## src/hw/axil_bridge_pkg.sv

```systemverilog
`default_nettype none

package axil_bridge_pkg;

  localparam int addr_width = 16;
  localparam int data_width = 32;
  localparam int strb_width = data_width / 8;
  localparam int id_width = 4;
  localparam int reg_count = 16;
  localparam int reg_index_width = $clog2(reg_count);

  typedef logic [addr_width-1:0] addr_t;
  typedef logic [data_width-1:0] data_t;
  typedef logic [strb_width-1:0] strb_t;
  typedef logic [id_width-1:0] id_t;

  // axi burst type encoding.
  typedef enum logic [1:0] {
    burst_fixed = 2'd0,
    burst_incr  = 2'd1,
    burst_wrap  = 2'd2
  } burst_e;

  // only okay and slverr are produced here.
  typedef enum logic [1:0] {
    resp_okay   = 2'd0,
    resp_slverr = 2'd2
  } resp_e;

  // write address command.
  typedef struct packed {
    id_t        id;
    addr_t      addr;
    logic [7:0] len;       // beats minus one.
    logic [2:0] size;      // log2 of bytes per beat.
    burst_e     burst;
  } axi_aw_t;

  typedef struct packed {
    data_t data;
    strb_t strb;
    logic  last;
  } axi_w_t;

  typedef struct packed {
    id_t   id;
    resp_e resp;
  } axi_b_t;

  typedef struct packed {
    data_t data;
    strb_t strb;
  } axil_w_t;

endpackage

`default_nettype wire

```

## src/hw/axi_axil_adapter_wr.sv

```systemverilog
`timescale 1ns/1ps
`default_nettype none

module axi_axil_adapter_wr (
  input  wire logic                     clk,
  input  wire logic                     rst_n,

  // axi slave write port.
  input  wire axil_bridge_pkg::axi_aw_t aw,
  input  wire logic                     aw_valid,
  output logic                          aw_ready,
  input  wire axil_bridge_pkg::axi_w_t  w,
  input  wire logic                     w_valid,
  output logic                          w_ready,
  output axil_bridge_pkg::axi_b_t       b,
  output logic                          b_valid,
  input  wire logic                     b_ready,

  // axi-lite master write port.
  output axil_bridge_pkg::addr_t        axil_aw_addr,
  output logic                          axil_aw_valid,
  input  wire logic                     axil_aw_ready,
  output axil_bridge_pkg::axil_w_t      axil_w,
  output logic                          axil_w_valid,
  input  wire logic                     axil_w_ready,
  input  wire axil_bridge_pkg::resp_e   axil_b_resp,
  input  wire logic                     axil_b_valid,
  output logic                          axil_b_ready
);

  typedef enum logic [1:0] {
    idle,
    beat,
    resp_wait,
    burst_resp
  } state_e;

  state_e state;

  axil_bridge_pkg::axi_aw_t cmd;      // command held for the whole burst.
  axil_bridge_pkg::addr_t   cur_addr;
  axil_bridge_pkg::addr_t   next_addr;

  logic aw_done;                       // axi-lite aw already went through.
  logic w_done;
  logic last_beat;
  logic err;                           // sticky across the burst.

  logic aw_fire;
  logic w_fire;
  logic aw_complete;
  logic w_complete;
  logic beat_fire;

  axi_burst_addr burst_addr_i (
    .addr      (cur_addr),
    .size      (cmd.size),
    .len       (cmd.len),
    .burst     (cmd.burst),
    .next_addr (next_addr)
  );

  // address and data pass straight through while a beat is presented.
  assign axil_aw_addr = cur_addr;
  assign axil_w = '{data: w.data, strb: w.strb};

  assign axil_aw_valid = (state == beat) && w_valid && !aw_done;
  assign axil_w_valid = (state == beat) && w_valid && !w_done;

  assign aw_fire = axil_aw_valid && axil_aw_ready;
  assign w_fire = axil_w_valid && axil_w_ready;

  assign aw_complete = aw_done || aw_fire;
  assign w_complete = w_done || w_fire;

  // the axi beat is taken only once both lite channels are through.
  assign beat_fire = (state == beat) && w_valid && aw_complete && w_complete;
  assign w_ready = beat_fire;

  assign axil_b_ready = (state == resp_wait);

  assign aw_ready = (state == idle);

  assign b_valid = (state == burst_resp);
  assign b.id = cmd.id;
  assign b.resp = err ? axil_bridge_pkg::resp_slverr : axil_bridge_pkg::resp_okay;

  always_ff @(posedge clk) begin
    if (!rst_n) begin
      state     <= idle;
      aw_done   <= 1'b0;
      w_done    <= 1'b0;
      last_beat <= 1'b0;
      err       <= 1'b0;
    end else begin
      case (state)
        idle: begin
          if (aw_valid) begin
            err   <= 1'b0;
            state <= beat;
          end
        end
        beat: begin
          if (beat_fire) begin
            aw_done   <= 1'b0;
            w_done    <= 1'b0;
            last_beat <= w.last;
            state     <= resp_wait;
          end else begin
            aw_done <= aw_complete;      // remember a lone completion.
            w_done  <= w_complete;
          end
        end
        resp_wait: begin
          if (axil_b_valid) begin
            if (axil_b_resp == axil_bridge_pkg::resp_slverr) begin
              err <= 1'b1;
            end
            if (last_beat) begin
              state <= burst_resp;
            end else begin
              state <= beat;
            end
          end
        end
        burst_resp: begin
          if (b_ready) begin
            state <= idle;
          end
        end
        default: begin
          state <= idle;
        end
      endcase
    end
  end

  // command and beat address.
  always_ff @(posedge clk) begin
    if (state == idle && aw_valid) begin
      cmd      <= aw;
      cur_addr <= aw.addr;
    end else if (state == resp_wait && axil_b_valid && !last_beat) begin
      cur_addr <= next_addr;
    end
  end

endmodule

`default_nettype wire

```

## src/hw/axi_burst_addr.sv

```systemverilog
`timescale 1ns/1ps
`default_nettype none

module axi_burst_addr (
  input  wire axil_bridge_pkg::addr_t  addr,
  input  wire logic [2:0]              size,
  input  wire logic [7:0]              len,
  input  wire axil_bridge_pkg::burst_e burst,
  output axil_bridge_pkg::addr_t       next_addr
);

  axil_bridge_pkg::addr_t step;
  axil_bridge_pkg::addr_t incr_addr;
  axil_bridge_pkg::addr_t wrap_bytes;
  axil_bridge_pkg::addr_t wrap_mask;
  axil_bridge_pkg::addr_t wrap_base;
  axil_bridge_pkg::addr_t wrap_addr;

  // bytes moved per beat.
  assign step = axil_bridge_pkg::addr_t'(1) << size;

  assign incr_addr = addr + step;

  // the wrap window is (len+1) beats wide and aligned to its own size.
  assign wrap_bytes = (axil_bridge_pkg::addr_t'(len) + axil_bridge_pkg::addr_t'(1)) << size;
  assign wrap_mask = wrap_bytes - axil_bridge_pkg::addr_t'(1);
  assign wrap_base = addr & ~wrap_mask;

  // offset rolls over to the base at the top of the window.
  assign wrap_addr = wrap_base | (incr_addr & wrap_mask);

  always_comb begin
    unique case (burst)
      axil_bridge_pkg::burst_fixed: begin
        next_addr = addr;
      end
      axil_bridge_pkg::burst_incr: begin
        next_addr = incr_addr;
      end
      axil_bridge_pkg::burst_wrap: begin
        next_addr = wrap_addr;
      end
      default: begin
        next_addr = addr;            // reserved encoding holds the address.
      end
    endcase
  end

endmodule

`default_nettype wire

```

## src/hw/axi_wr_bridge_top.sv

```systemverilog
`timescale 1ns/1ps
`default_nettype none

module axi_wr_bridge_top (
  input  wire logic                                        clk,
  input  wire logic                                        rst_n,

  input  wire axil_bridge_pkg::axi_aw_t                    aw,
  input  wire logic                                        aw_valid,
  output logic                                             aw_ready,
  input  wire axil_bridge_pkg::axi_w_t                     w,
  input  wire logic                                        w_valid,
  output logic                                             w_ready,
  output axil_bridge_pkg::axi_b_t                          b,
  output logic                                             b_valid,
  input  wire logic                                        b_ready,

  input  wire logic [axil_bridge_pkg::reg_index_width-1:0] cfg_index,
  output axil_bridge_pkg::data_t                           cfg_data
);

  // internal axi-lite write bus.
  axil_bridge_pkg::addr_t   axil_aw_addr;
  logic                     axil_aw_valid;
  logic                     axil_aw_ready;
  axil_bridge_pkg::axil_w_t axil_w;
  logic                     axil_w_valid;
  logic                     axil_w_ready;
  axil_bridge_pkg::resp_e   axil_b_resp;
  logic                     axil_b_valid;
  logic                     axil_b_ready;

  axi_axil_adapter_wr adapter_i (
    .clk           (clk),
    .rst_n         (rst_n),
    .aw            (aw),
    .aw_valid      (aw_valid),
    .aw_ready      (aw_ready),
    .w             (w),
    .w_valid       (w_valid),
    .w_ready       (w_ready),
    .b             (b),
    .b_valid       (b_valid),
    .b_ready       (b_ready),
    .axil_aw_addr  (axil_aw_addr),
    .axil_aw_valid (axil_aw_valid),
    .axil_aw_ready (axil_aw_ready),
    .axil_w        (axil_w),
    .axil_w_valid  (axil_w_valid),
    .axil_w_ready  (axil_w_ready),
    .axil_b_resp   (axil_b_resp),
    .axil_b_valid  (axil_b_valid),
    .axil_b_ready  (axil_b_ready)
  );

  axil_reg_bank reg_bank_i (
    .clk           (clk),
    .rst_n         (rst_n),
    .axil_aw_addr  (axil_aw_addr),
    .axil_aw_valid (axil_aw_valid),
    .axil_aw_ready (axil_aw_ready),
    .axil_w        (axil_w),
    .axil_w_valid  (axil_w_valid),
    .axil_w_ready  (axil_w_ready),
    .axil_b_resp   (axil_b_resp),
    .axil_b_valid  (axil_b_valid),
    .axil_b_ready  (axil_b_ready),
    .cfg_index     (cfg_index),
    .cfg_data      (cfg_data)
  );

endmodule

`default_nettype wire

```

## src/hw/axil_reg_bank.sv

```systemverilog
`timescale 1ns/1ps
`default_nettype none

module axil_reg_bank (
  input  wire logic                                        clk,
  input  wire logic                                        rst_n,

  input  wire axil_bridge_pkg::addr_t                      axil_aw_addr,
  input  wire logic                                        axil_aw_valid,
  output logic                                             axil_aw_ready,
  input  wire axil_bridge_pkg::axil_w_t                    axil_w,
  input  wire logic                                        axil_w_valid,
  output logic                                             axil_w_ready,
  output axil_bridge_pkg::resp_e                           axil_b_resp,
  output logic                                             axil_b_valid,
  input  wire logic                                        axil_b_ready,

  // configuration lookup for the consuming hardware.
  input  wire logic [axil_bridge_pkg::reg_index_width-1:0] cfg_index,
  output axil_bridge_pkg::data_t                           cfg_data
);

  axil_bridge_pkg::data_t regs [axil_bridge_pkg::reg_count];

  logic                                        accept;
  logic                                        in_range;
  logic [axil_bridge_pkg::reg_index_width-1:0] word_idx;

  // address and data are taken together, one write at a time.
  assign accept = axil_aw_valid && axil_w_valid && !axil_b_valid;
  assign axil_aw_ready = accept;
  assign axil_w_ready = accept;

  assign word_idx = axil_aw_addr[axil_bridge_pkg::reg_index_width+1:2];

  // anything above the last word is outside the bank.
  assign in_range =
    (axil_aw_addr >> (axil_bridge_pkg::reg_index_width + 2)) == axil_bridge_pkg::addr_t'(0);

  assign cfg_data = regs[cfg_index];

  always_ff @(posedge clk) begin
    if (!rst_n) begin
      for (int i = 0; i < axil_bridge_pkg::reg_count; i++) begin
        regs[i] <= '0;
      end
    end else if (accept && in_range) begin
      for (int i = 0; i < axil_bridge_pkg::strb_width; i++) begin
        if (axil_w.strb[i]) begin
          regs[word_idx][8*i +: 8] <= axil_w.data[8*i +: 8];   // byte lane i.
        end
      end
    end
  end

  always_ff @(posedge clk) begin
    if (!rst_n) begin
      axil_b_valid <= 1'b0;
    end else if (accept) begin
      axil_b_valid <= 1'b1;
    end else if (axil_b_ready) begin
      axil_b_valid <= 1'b0;
    end
  end

  always_ff @(posedge clk) begin
    if (accept) begin
      axil_b_resp <= in_range ? axil_bridge_pkg::resp_okay : axil_bridge_pkg::resp_slverr;
    end
  end

endmodule

`default_nettype wire

```

## config.mk

```make
export PLATFORM = sky130hd
export DESIGN_NAME = axi_wr_bridge_top
export DESIGN_NICKNAME = d
export VERILOG_FILES = /design/src/hw/axil_bridge_pkg.sv /design/src/hw/axi_axil_adapter_wr.sv /design/src/hw/axi_burst_addr.sv /design/src/hw/axi_wr_bridge_top.sv /design/src/hw/axil_reg_bank.sv
export SDC_FILE = /design/constraint.sdc
export NUM_CORES = 1
export LEC_CHECK = 0
export BUFFER_PORTS_ARGS = -buffer_cell sky130_fd_sc_hd__buf_2
export CAP_MARGIN = 10
export CORE_UTILIZATION = 60
export DETAILED_ROUTE_END_ITERATION = 6
export GPL_ROUTABILITY_DRIVEN = 0
export GPL_TIMING_DRIVEN = 0
export PLACE_DENSITY = 0.79
export SYNTH_ARGS = -nofsm -noshare
export SYNTH_HDL_FRONTEND = slang
export SYNTH_SLANG_ARGS = --single-unit
```

## constraint.sdc

```tcl
create_clock -name clk -period 3.9 [get_ports clk]
set_input_delay 0.39 -clock clk [delete_from_list [all_inputs] [get_ports clk]]
set_output_delay 0.39 -clock clk [all_outputs]
set_load 0.05 [all_outputs]
```

==> results of run 1 <==
sequential cells by signal (all words and copies together), names as in the netlist, named ones only:
name / count
adapter_i.state: 2
adapter_i.err: 1
reg_bank_i.axil_b_valid: 1
adapter_i.w_done: 1
reg_bank_i.axil_b_resp: 1
adapter_i.cmd: 13
adapter_i.aw_done: 1
adapter_i.last_beat: 1
adapter_i.b: 4
reg_bank_i.regs: 512
through the flow:
stage / instances / power (mW) / setup WS, ns
floorplan: 1832 / 7.96 / 0.646
global placement: 2531 / 8.42 / -0.0681
detailed placement: 2567 / 8.48 / 0.0478
CTS: 2683 / 13.5 / 0.0373
global route: 2708 / 13.9 / 0.0329
finish: 2708 / 13.6 / 0.227
cell usage after synthesis, types with 3 or more instances:
| cell | number | area (µm²) |
|---|---|---|
| edfxtp_1 | 546 | 16400 |
| and2_1 | 493 | 3080 |
| mux4_2 | 160 | 3600 |
| nor2_1 | 100 | 375 |
| clkbuf_1 | 92 | 345 |
| o21ai_0 | 82 | 410 |
| nand2_1 | 62 | 233 |
| and3_1 | 36 | 225 |
| a21oi_1 | 20 | 100 |
| nand3_1 | 18 | 90.1 |
| buf_1 | 14 | 52.6 |
| xor2_1 | 13 | 114 |
| inv_1 | 12 | 45.0 |
| nor2b_1 | 12 | 75.1 |
| nor3_1 | 12 | 60.1 |
| ha_1 | 11 | 138 |
| xnor2_1 | 10 | 87.6 |
| nor4_1 | 9 | 56.3 |
| o31ai_1 | 9 | 67.6 |
| or3_1 | 8 | 50.1 |
| a211oi_1 | 7 | 52.6 |
| dfxtp_1 | 7 | 140 |
| a21o_1 | 6 | 45.0 |
| mux2i_1 | 6 | 60.1 |
| a221oi_1 | 5 | 43.8 |
| buf_2 | 5 | 25.0 |
| a311oi_1 | 4 | 35.0 |
| a31oi_1 | 4 | 25.0 |
| nand2b_1 | 4 | 25.0 |
| nand4_1 | 4 | 25.0 |
| and4_1 | 3 | 26.3 |
| buf_4 | 3 | 22.5 |
| buf_6 | 3 | 33.8 |
| clkinv_1 | 3 | 11.3 |
| mux2_2 | 3 | 33.8 |
| o211a_1 | 3 | 30.0 |
| o211ai_1 | 3 | 22.5 |
what timing repair did:
action	4_1_cts	5_1_grt
endpoints found under the hold margin	17	0
buffers inserted	0	2
endpoints found under the setup margin	0	78
hold buffers	17	0
resized for setup	0	7
final timing paths:
path / from / endpoint / slack, ns / cells past startpoint
max: adapter_i.cmd[5] / flop / 0.23 / 11
min: w[0] / adapter_i.last_beat / 0.06 / 3
max reg2reg: adapter_i.cmd[5] / flop / 0.23 / 11
min reg2reg: adapter_i.aw_done / adapter_i.aw_done / 0.47 / 2
layer usage:
layer,vias to the layer above,track usage (%)
li1,7378,-
met1,8443,40.1
met2,1169,52.5
met3,212,6.57
met4,4,13.9
met5,-,0
final cells by class:
class                      instances  area [µm²]
buffer                           117         479
clock buffer                      76        1520
clock inverter                    23         195
fill                            2902       13200
inverter                          15        56.3
multi-input combinational       1147        9610
sequential                       553       16500
tap                              585         732
timing repair buffer             192        1120
critical path, delay by kind of cell (launching register included):
family	cells	cell delay (ns)
multiplexers	1	0.16
adder cells (fa/ha/maj)	1	0.24
AO/OA/AOI/OAI	3	0.79
XOR/XNOR	1	0.19
flip-flops	1	0.48
AND/OR/NAND/NOR	3	1.06
buffers and inverters	2	0.40
power groups by stage:
stage / Combinational, mW / Sequential [mW] / Clock (mW)
global route: 1.66 / 6.88 / 5.37
finish: 1.57 / 6.86 / 5.14
detailed placement: 1.50 / 6.98 / 0
CTS: 1.52 / 6.86 / 5.16
global placement: 1.45 / 6.97 / 0
floorplan: 1.01 / 6.95 / 0
cell families (layout without fill, tap and decap cells):
kind of cell	count (synthesis)	in the layout	synth area share (%)
fa+ha+maj	12	12	0.591
compound gates	167	167	3.96
xor+xnor	24	24	0.859
buf+inv	132	423	2.01
flops	553	553	62.0
simple gates	774	774	16.7
mux	169	169	13.9
other cells	1	1	0.0141
==> PnR_summary.wiki, run 1 <==
{| class="wikitable"
! Metric !! Value
|-
| Wire length on met3 || 7.46 mm
|-
| Number of remaining DRC errors || 0
|-
| Cell occurring most often along the worst timing path || buf_4
|-
| Netlist area before placement || approximately 27000 µm²
|-
| Sequential area share after synthesis || between 60 and 70%
|-
| Sort of element at the end of the critical path || flop
|-
| Most frequent standard cell in the layout excluding fill and tap cells || edfxtp_1
|-
| Instance count of the mapped netlist || 1832
|-
| Post-route clock skew || ~0.023 ns
|-
| Static power due to leakage || 11.1 nW
|-
| Die Y || roughly 210 µm
|-
| IR Drop Worst-Case VDD || roughly 0.33 mV
|-
| Total setup violations reported at the end of the flow || 0
|-
| Core utilization of the finished layout || between 60% and 70%
|-
| Master cell of the clock root buffer || clkbuf_16
|-
| Vias || approximately 17000
|-
| Clock latency reported for the late side of the worst-skew pair || around 0.61 ns
|-
| NumNets Final || 2173
|-
| Slowest stage cell on the critical path || edfxtp_1
|-
| Commonest cells after routing, fill and taps aside || edfxtp_1 (546), and2_1 (493), mux4_2 (160)
|-
| Routed Wire Length || just under 70 mm
|-
| Sum of routed wire segments on met1 || roughly 25 mm
|-
| Flops & latches, synth || approximately 550
|-
| Shortest period the worst path allows || about 3.7 ns
|-
| Quantity of I/O buffers inserted on ports || ~110
|-
| Power density over the cells || approximately 450 nW/µm²
|-
| Period utilisation layout || between 90% and 100%
|-
| Cell internal pwr || 10.2 mW
|-
| Via density per instance || 6.35
|-
| Clock input transition at the sequential cells of the worst setup and hold paths || about 0.06 ns
|-
| Async set-or-reset flop fraction in the synthesized netlist || 0%
|-
| CORE AREA || around 43000 µm²
|-
| Post-synth EDFFs || ~550
|-
| Clock tree buffer depth || 3
|-
| Max-slew violation total from the final report || 0
|-
| Run status || complete, no violations
|-
| Number of hold violations in the final report || 0
|-
| Antenna violation net count after detailed routing || 0
|-
| Switching power as a share of total power || between 20 and 25%
|-
| Synthesized area per cell || roughly 15 µm²
|-
| Worst EP required || between 4 and 5 ns
|-
| Highest metal layer with signal wires || met5
|-
| DRC marker count from the first detailed-route iteration || between 2000 and 2500
|-
| Maximum number of pins on one net before global-route repair || 18
|-
| Routed length per instance || 25.7 µm
|-
| Routed length on met2 || 34.2 mm
|-
| Post-placement cell area || between 20000 and 30000 µm²
|-
| Kind of critical path || reg -> reg
|-
| Part of the power in registers || about 51%
|-
| Arr. time, crit path || around 3.9 ns
|-
| Distinct cells, synth || 70
|-
| Number of levels the H-tree was split into || 2
|-
| Kind of start point of the critical path || flop
|-
| Warning count from the yosys run || 0
|-
| Starting density of the core || 61.3%
|-
| Cell Chain, Critical Path || ha_1, buf_4, xnor2_4, a211oi_2, or2_4, a222oi_1, buf_4, o2111ai_2, nor4_4, mux2i_1, nor4_1
|-
| Drt pass-1 iters || 7
|-
| Vias in the first global route || around 17000
|-
| Synthesis-to-finish area growth || 13.4%
|-
| Net count after synthesis || 1923
|-
| Global route overflow || 0
|-
| Total net switching power || 3.36 mW
|-
| Clock network fraction of design power || between 30% and 40%
|-
| Number of rows in the core area || 76
|-
| CTS Buf Count || between 50 and 60
|-
| Unrepaired setup endpoints after global routing || false
|-
| Global-route wire length before repair || around 100 mm
|-
| Achievable frequency || roughly 270 MHz
|-
| Transition time at the pin with the least slew margin || approximately 1.2 ns
|-
| CTS tree || built
|-
| Non-Filler Cell Area, Final || just over 30000 µm²
|-
| CTS Sinks || 553
|-
| Total negative slack || 0 ns
|-
| Die Span X || between 200 and 250 µm
|-
| Initial antenna violation count || 3
|-
| Final hold slack || between 0.06 and 0.07 ns
|-
| Total inserted antenna cells || 0
|-
| Share of final-layout standard cells stronger than drive strength 1 || roughly 20%
|-
| Number of max-capacitance violations reported || 0
|-
| Max_slew headroom || between 10% and 20%
|-
| GRT Resource Usage Total || a little under a third
|-
| Class of the most critical hold timing path || in -> reg
|-
| Largest driver fanout on the critical path || 10
|-
| Stage delay of the slowest cell on the critical path || 0.48 ns
|-
| Commonest register cell after synthesis || edfxtp_1
|-
| Die Area || about 45000 µm²
|-
| Gate power share || between 10 and 15%
|-
| Half-perimeter wire length of the detailed placement result || 47.9 mm
|-
| # IOs || 120
|}
Note: power is estimated with default switching activity, not from simulation.
==> run 2, diff against run 1 <==
--- a/config.mk
+++ b/config.mk
@@ -12,6 +12,7 @@
 export GPL_ROUTABILITY_DRIVEN = 0
 export GPL_TIMING_DRIVEN = 0
 export PLACE_DENSITY = 0.79
+export REMOVE_ABC_BUFFERS = 1
 export SYNTH_ARGS = -nofsm -noshare
 export SYNTH_HDL_FRONTEND = slang
 export SYNTH_SLANG_ARGS = --single-unit
==> run 2 against run 1 <==
Net effect: the flow now finishes with violations (setup timing); largest power group unchanged; first-iteration DRC count shrank 20%; via count shrank 7.2%; clock skew hardly changed.
==> PnR_summary.wiki, run 2 (same netlist as run 1, synthesis figures left out) <==
{| class="wikitable"
! Metric !! Value
|-
| Global route overflow || 0 (unchanged)
|-
| Number of levels the H-tree was split into || 2 (unchanged)
|-
| Vias || 15972 (-7.2%)
|-
| Shortest period the worst path allows || 3.92 ns (+0.251 ns)
|-
| Clock latency reported for the late side of the worst-skew pair || 0.62 ns (about the same)
|-
| Slowest stage cell on the critical path || o21ai_1
|-
| Total setup violations reported at the end of the flow || 13 (+13)
|-
| Number of hold violations in the final report || 0 (unchanged)
|-
| Worst EP required || 4.14 ns (-0.03 ns)
|-
| Class of the most critical hold timing path || in -> reg
|-
| Die Span X || 213 µm (unchanged)
|-
| Violations in the final reports || setup timing
|-
| Quantity of I/O buffers inserted on ports || 118 (+3.5%)
|-
| Period utilisation layout || 101% (+6.4 points)
|-
| Kind of start point of the critical path || flop
|-
| CTS Sinks || 553 (unchanged)
|-
| Stage delay of the slowest cell on the critical path || 1.01 ns (+0.53 ns)
|-
| # IOs || 120 (unchanged)
|-
| Static power due to leakage || 10.9 nW (-2.0%)
|-
| Vias in the first global route || 16422 (-3.3%)
|-
| Run status || complete, but fails checks
|-
| CTS Buf Count || 54 (-3.6%)
|-
| Register name with the most flops || reg_bank_i.regs
|-
| Routed length per instance || 24.0 µm (-6.4%)
|-
| CTS tree || built
|-
| DRC marker count from the first detailed-route iteration || 1721 (-20%)
|-
| Global-route wire length before repair || 93.3 mm (-9.3%)
|-
| Starting density of the core || 61.3% (unchanged)
|-
| Final hold slack || 0.0576 ns (-0.00699 ns)
|-
| Synthesis-to-finish area growth || 12.0%
|-
| Number of flip-flops in the largest register || 512 (unchanged)
|-
| CORE AREA || 43500 µm² (unchanged)
|-
| Core utilization of the finished layout || 68.7% (-0.90 points)
|-
| GRT Resource Usage Total || 28.1% (-3.4 points)
|-
| Largest driver fanout on the critical path || 30 (+20)
|-
| Number of max-capacitance violations reported || 0 (unchanged)
|-
| Cell Chain, Critical Path || nor4_1, nand3_1, nor2_2, nand2_1, o21ai_1
|-
| Commonest cells after routing, fill and taps aside || edfxtp_1 (546), and2_1 (493), mux4_2 (160)
|-
| Via density per instance || 6.26 (-1.5%)
|-
| Antenna violation net count after detailed routing || 0 (unchanged)
|-
| Routed Wire Length || 61.4 mm (-12%)
|-
| Kind of critical path || reg -> reg
|-
| Share of final-layout standard cells stronger than drive strength 1 || 20.9% (+0.28 points)
|-
| PnR worst setup slack || -0.0239 ns (-0.251 ns)
|-
| Maximum number of pins on one net before global-route repair || 88 (+70)
|-
| Initial antenna violation count || 3 (unchanged)
|-
| Max-slew violation total from the final report || 0 (unchanged)
|-
| Number of rows in the core area || 76 (unchanged)
|-
| Sort of element at the end of the critical path || flop
|-
| Overall power || 13.9 mW (+2.3%)
|-
| Master cell of the clock root buffer || clkbuf_16
|-
| Power density over the cells || 465 nW/µm² (+3.7%)
|-
| Post-placement cell area || 27700 µm² (-1.9%)
|-
| Drt pass-1 iters || 6 (-1)
|-
| Clock input transition at the sequential cells of the worst setup and hold paths || 0.06 ns (about the same)
|-
| Die Area || 45300 µm² (unchanged)
|-
| Post-route clock skew || 0.0225 ns (-0.000341 ns)
|-
| Hold path startpoint || w[0]
|-
| Non-Filler Cell Area, Final || 29900 µm² (-1.3%)
|-
| Die Y || 213 µm (unchanged)
|-
| Achievable frequency || 255 MHz (-6.4%)
|-
| Arr. time, crit path || 4.16 ns (+0.22 ns)
|-
| Number of remaining DRC errors || 0 (unchanged)
|-
| Most frequent standard cell in the layout excluding fill and tap cells || edfxtp_1
|-
| Unrepaired setup endpoints after global routing || true
|-
| IR Drop Worst-Case VDD || 0.398 mV (+19%)
|-
| Transition time at the pin with the least slew margin || 1.12 ns (-0.0909 ns)
|-
| Max_slew headroom || 25.2% (+5.9 points)
|-
| Clock tree buffer depth || 3 (unchanged)
|-
| NumNets Final || 2010 (-7.5%)
|-
| Half-perimeter wire length of the detailed placement result || 39.0 mm (-19%)
|}
## run 2: changes by cell type in the layout (fill, tap and decap cells not counted), sizes merged
cell,delta
diode,+2
clkinvlp,+1
inv,-1
bufinv,+8
clkinv,+13
buf,-67
clkbuf,-112
## run 2: area by class of cell
class / instances / area, µm²
multi-input combinational: 1147 / 9670
fill: 2877 / 13600
inverter: 15 / 56.3
timing repair buffer: 148 / 953
clock inverter: 44 / 534
tap: 585 / 732
antenna: 2 / 5.00
sequential: 553 / 16500
clock buffer: 58 / 1370
## run 2: per-stage QoR
stage / setup WS [ns] / setup TNS [ns] / std cells
finish: -0.0239 / -0.184 / 2552
detailed placement: -1.16 / -655.74 / 2426
CTS: 0.0233 / 0 / 2545
floorplan: 0.488 / 0 / 1715
global route: -0.191 / -48.30 / 2551
global placement: -1.98 / -699.61 / 2418
## run 2: repair_timing
item / CTS / global route
resized for setup: 61 / 18
cloned: 0 / 0
endpoints found under the hold margin: 17 / 0
endpoints found under the setup margin: 655 / 483
buffers inserted: 0 / 4
hold buffers: 17 / 0
pin swaps: 0 / 1
## run 2: critical path, delay by kind of cell, from the launching register on
kind | cells | cell delay (ns)
AND/OR/NAND/NOR | 4 | 2.03
AO/OA/AOI/OAI | 1 | 1.01
flip-flops | 1 | 0.47
## run 2: metal layers
metal	GRT usage, %	vias up	routed length (µm)
met3	4.82	127	4580
li1	-	7063	-
met4	10.5	2	1990
met1	34.4	8057	22300
met2	49.8	723	32400
met5	0	-	10
## run 2: power breakdown
group | internal (mW) | switching, mW | leakage, nW
sequential | 6.76 | 0.123 | 5.66
combinational | 0.513 | 0.939 | 4.32
clock | 3.28 | 2.27 | 0.927
## run 2: final timing paths
path,endpoint,slack [ns],cells after the start
worst min-delay path,adapter_i.last_beat,0.06,3
worst min register to register,adapter_i.w_done,0.48,2
worst max register to register,reg_bank_i.regs[7][30],-0.02,5
worst max-delay path,reg_bank_i.regs[7][30],-0.02,5
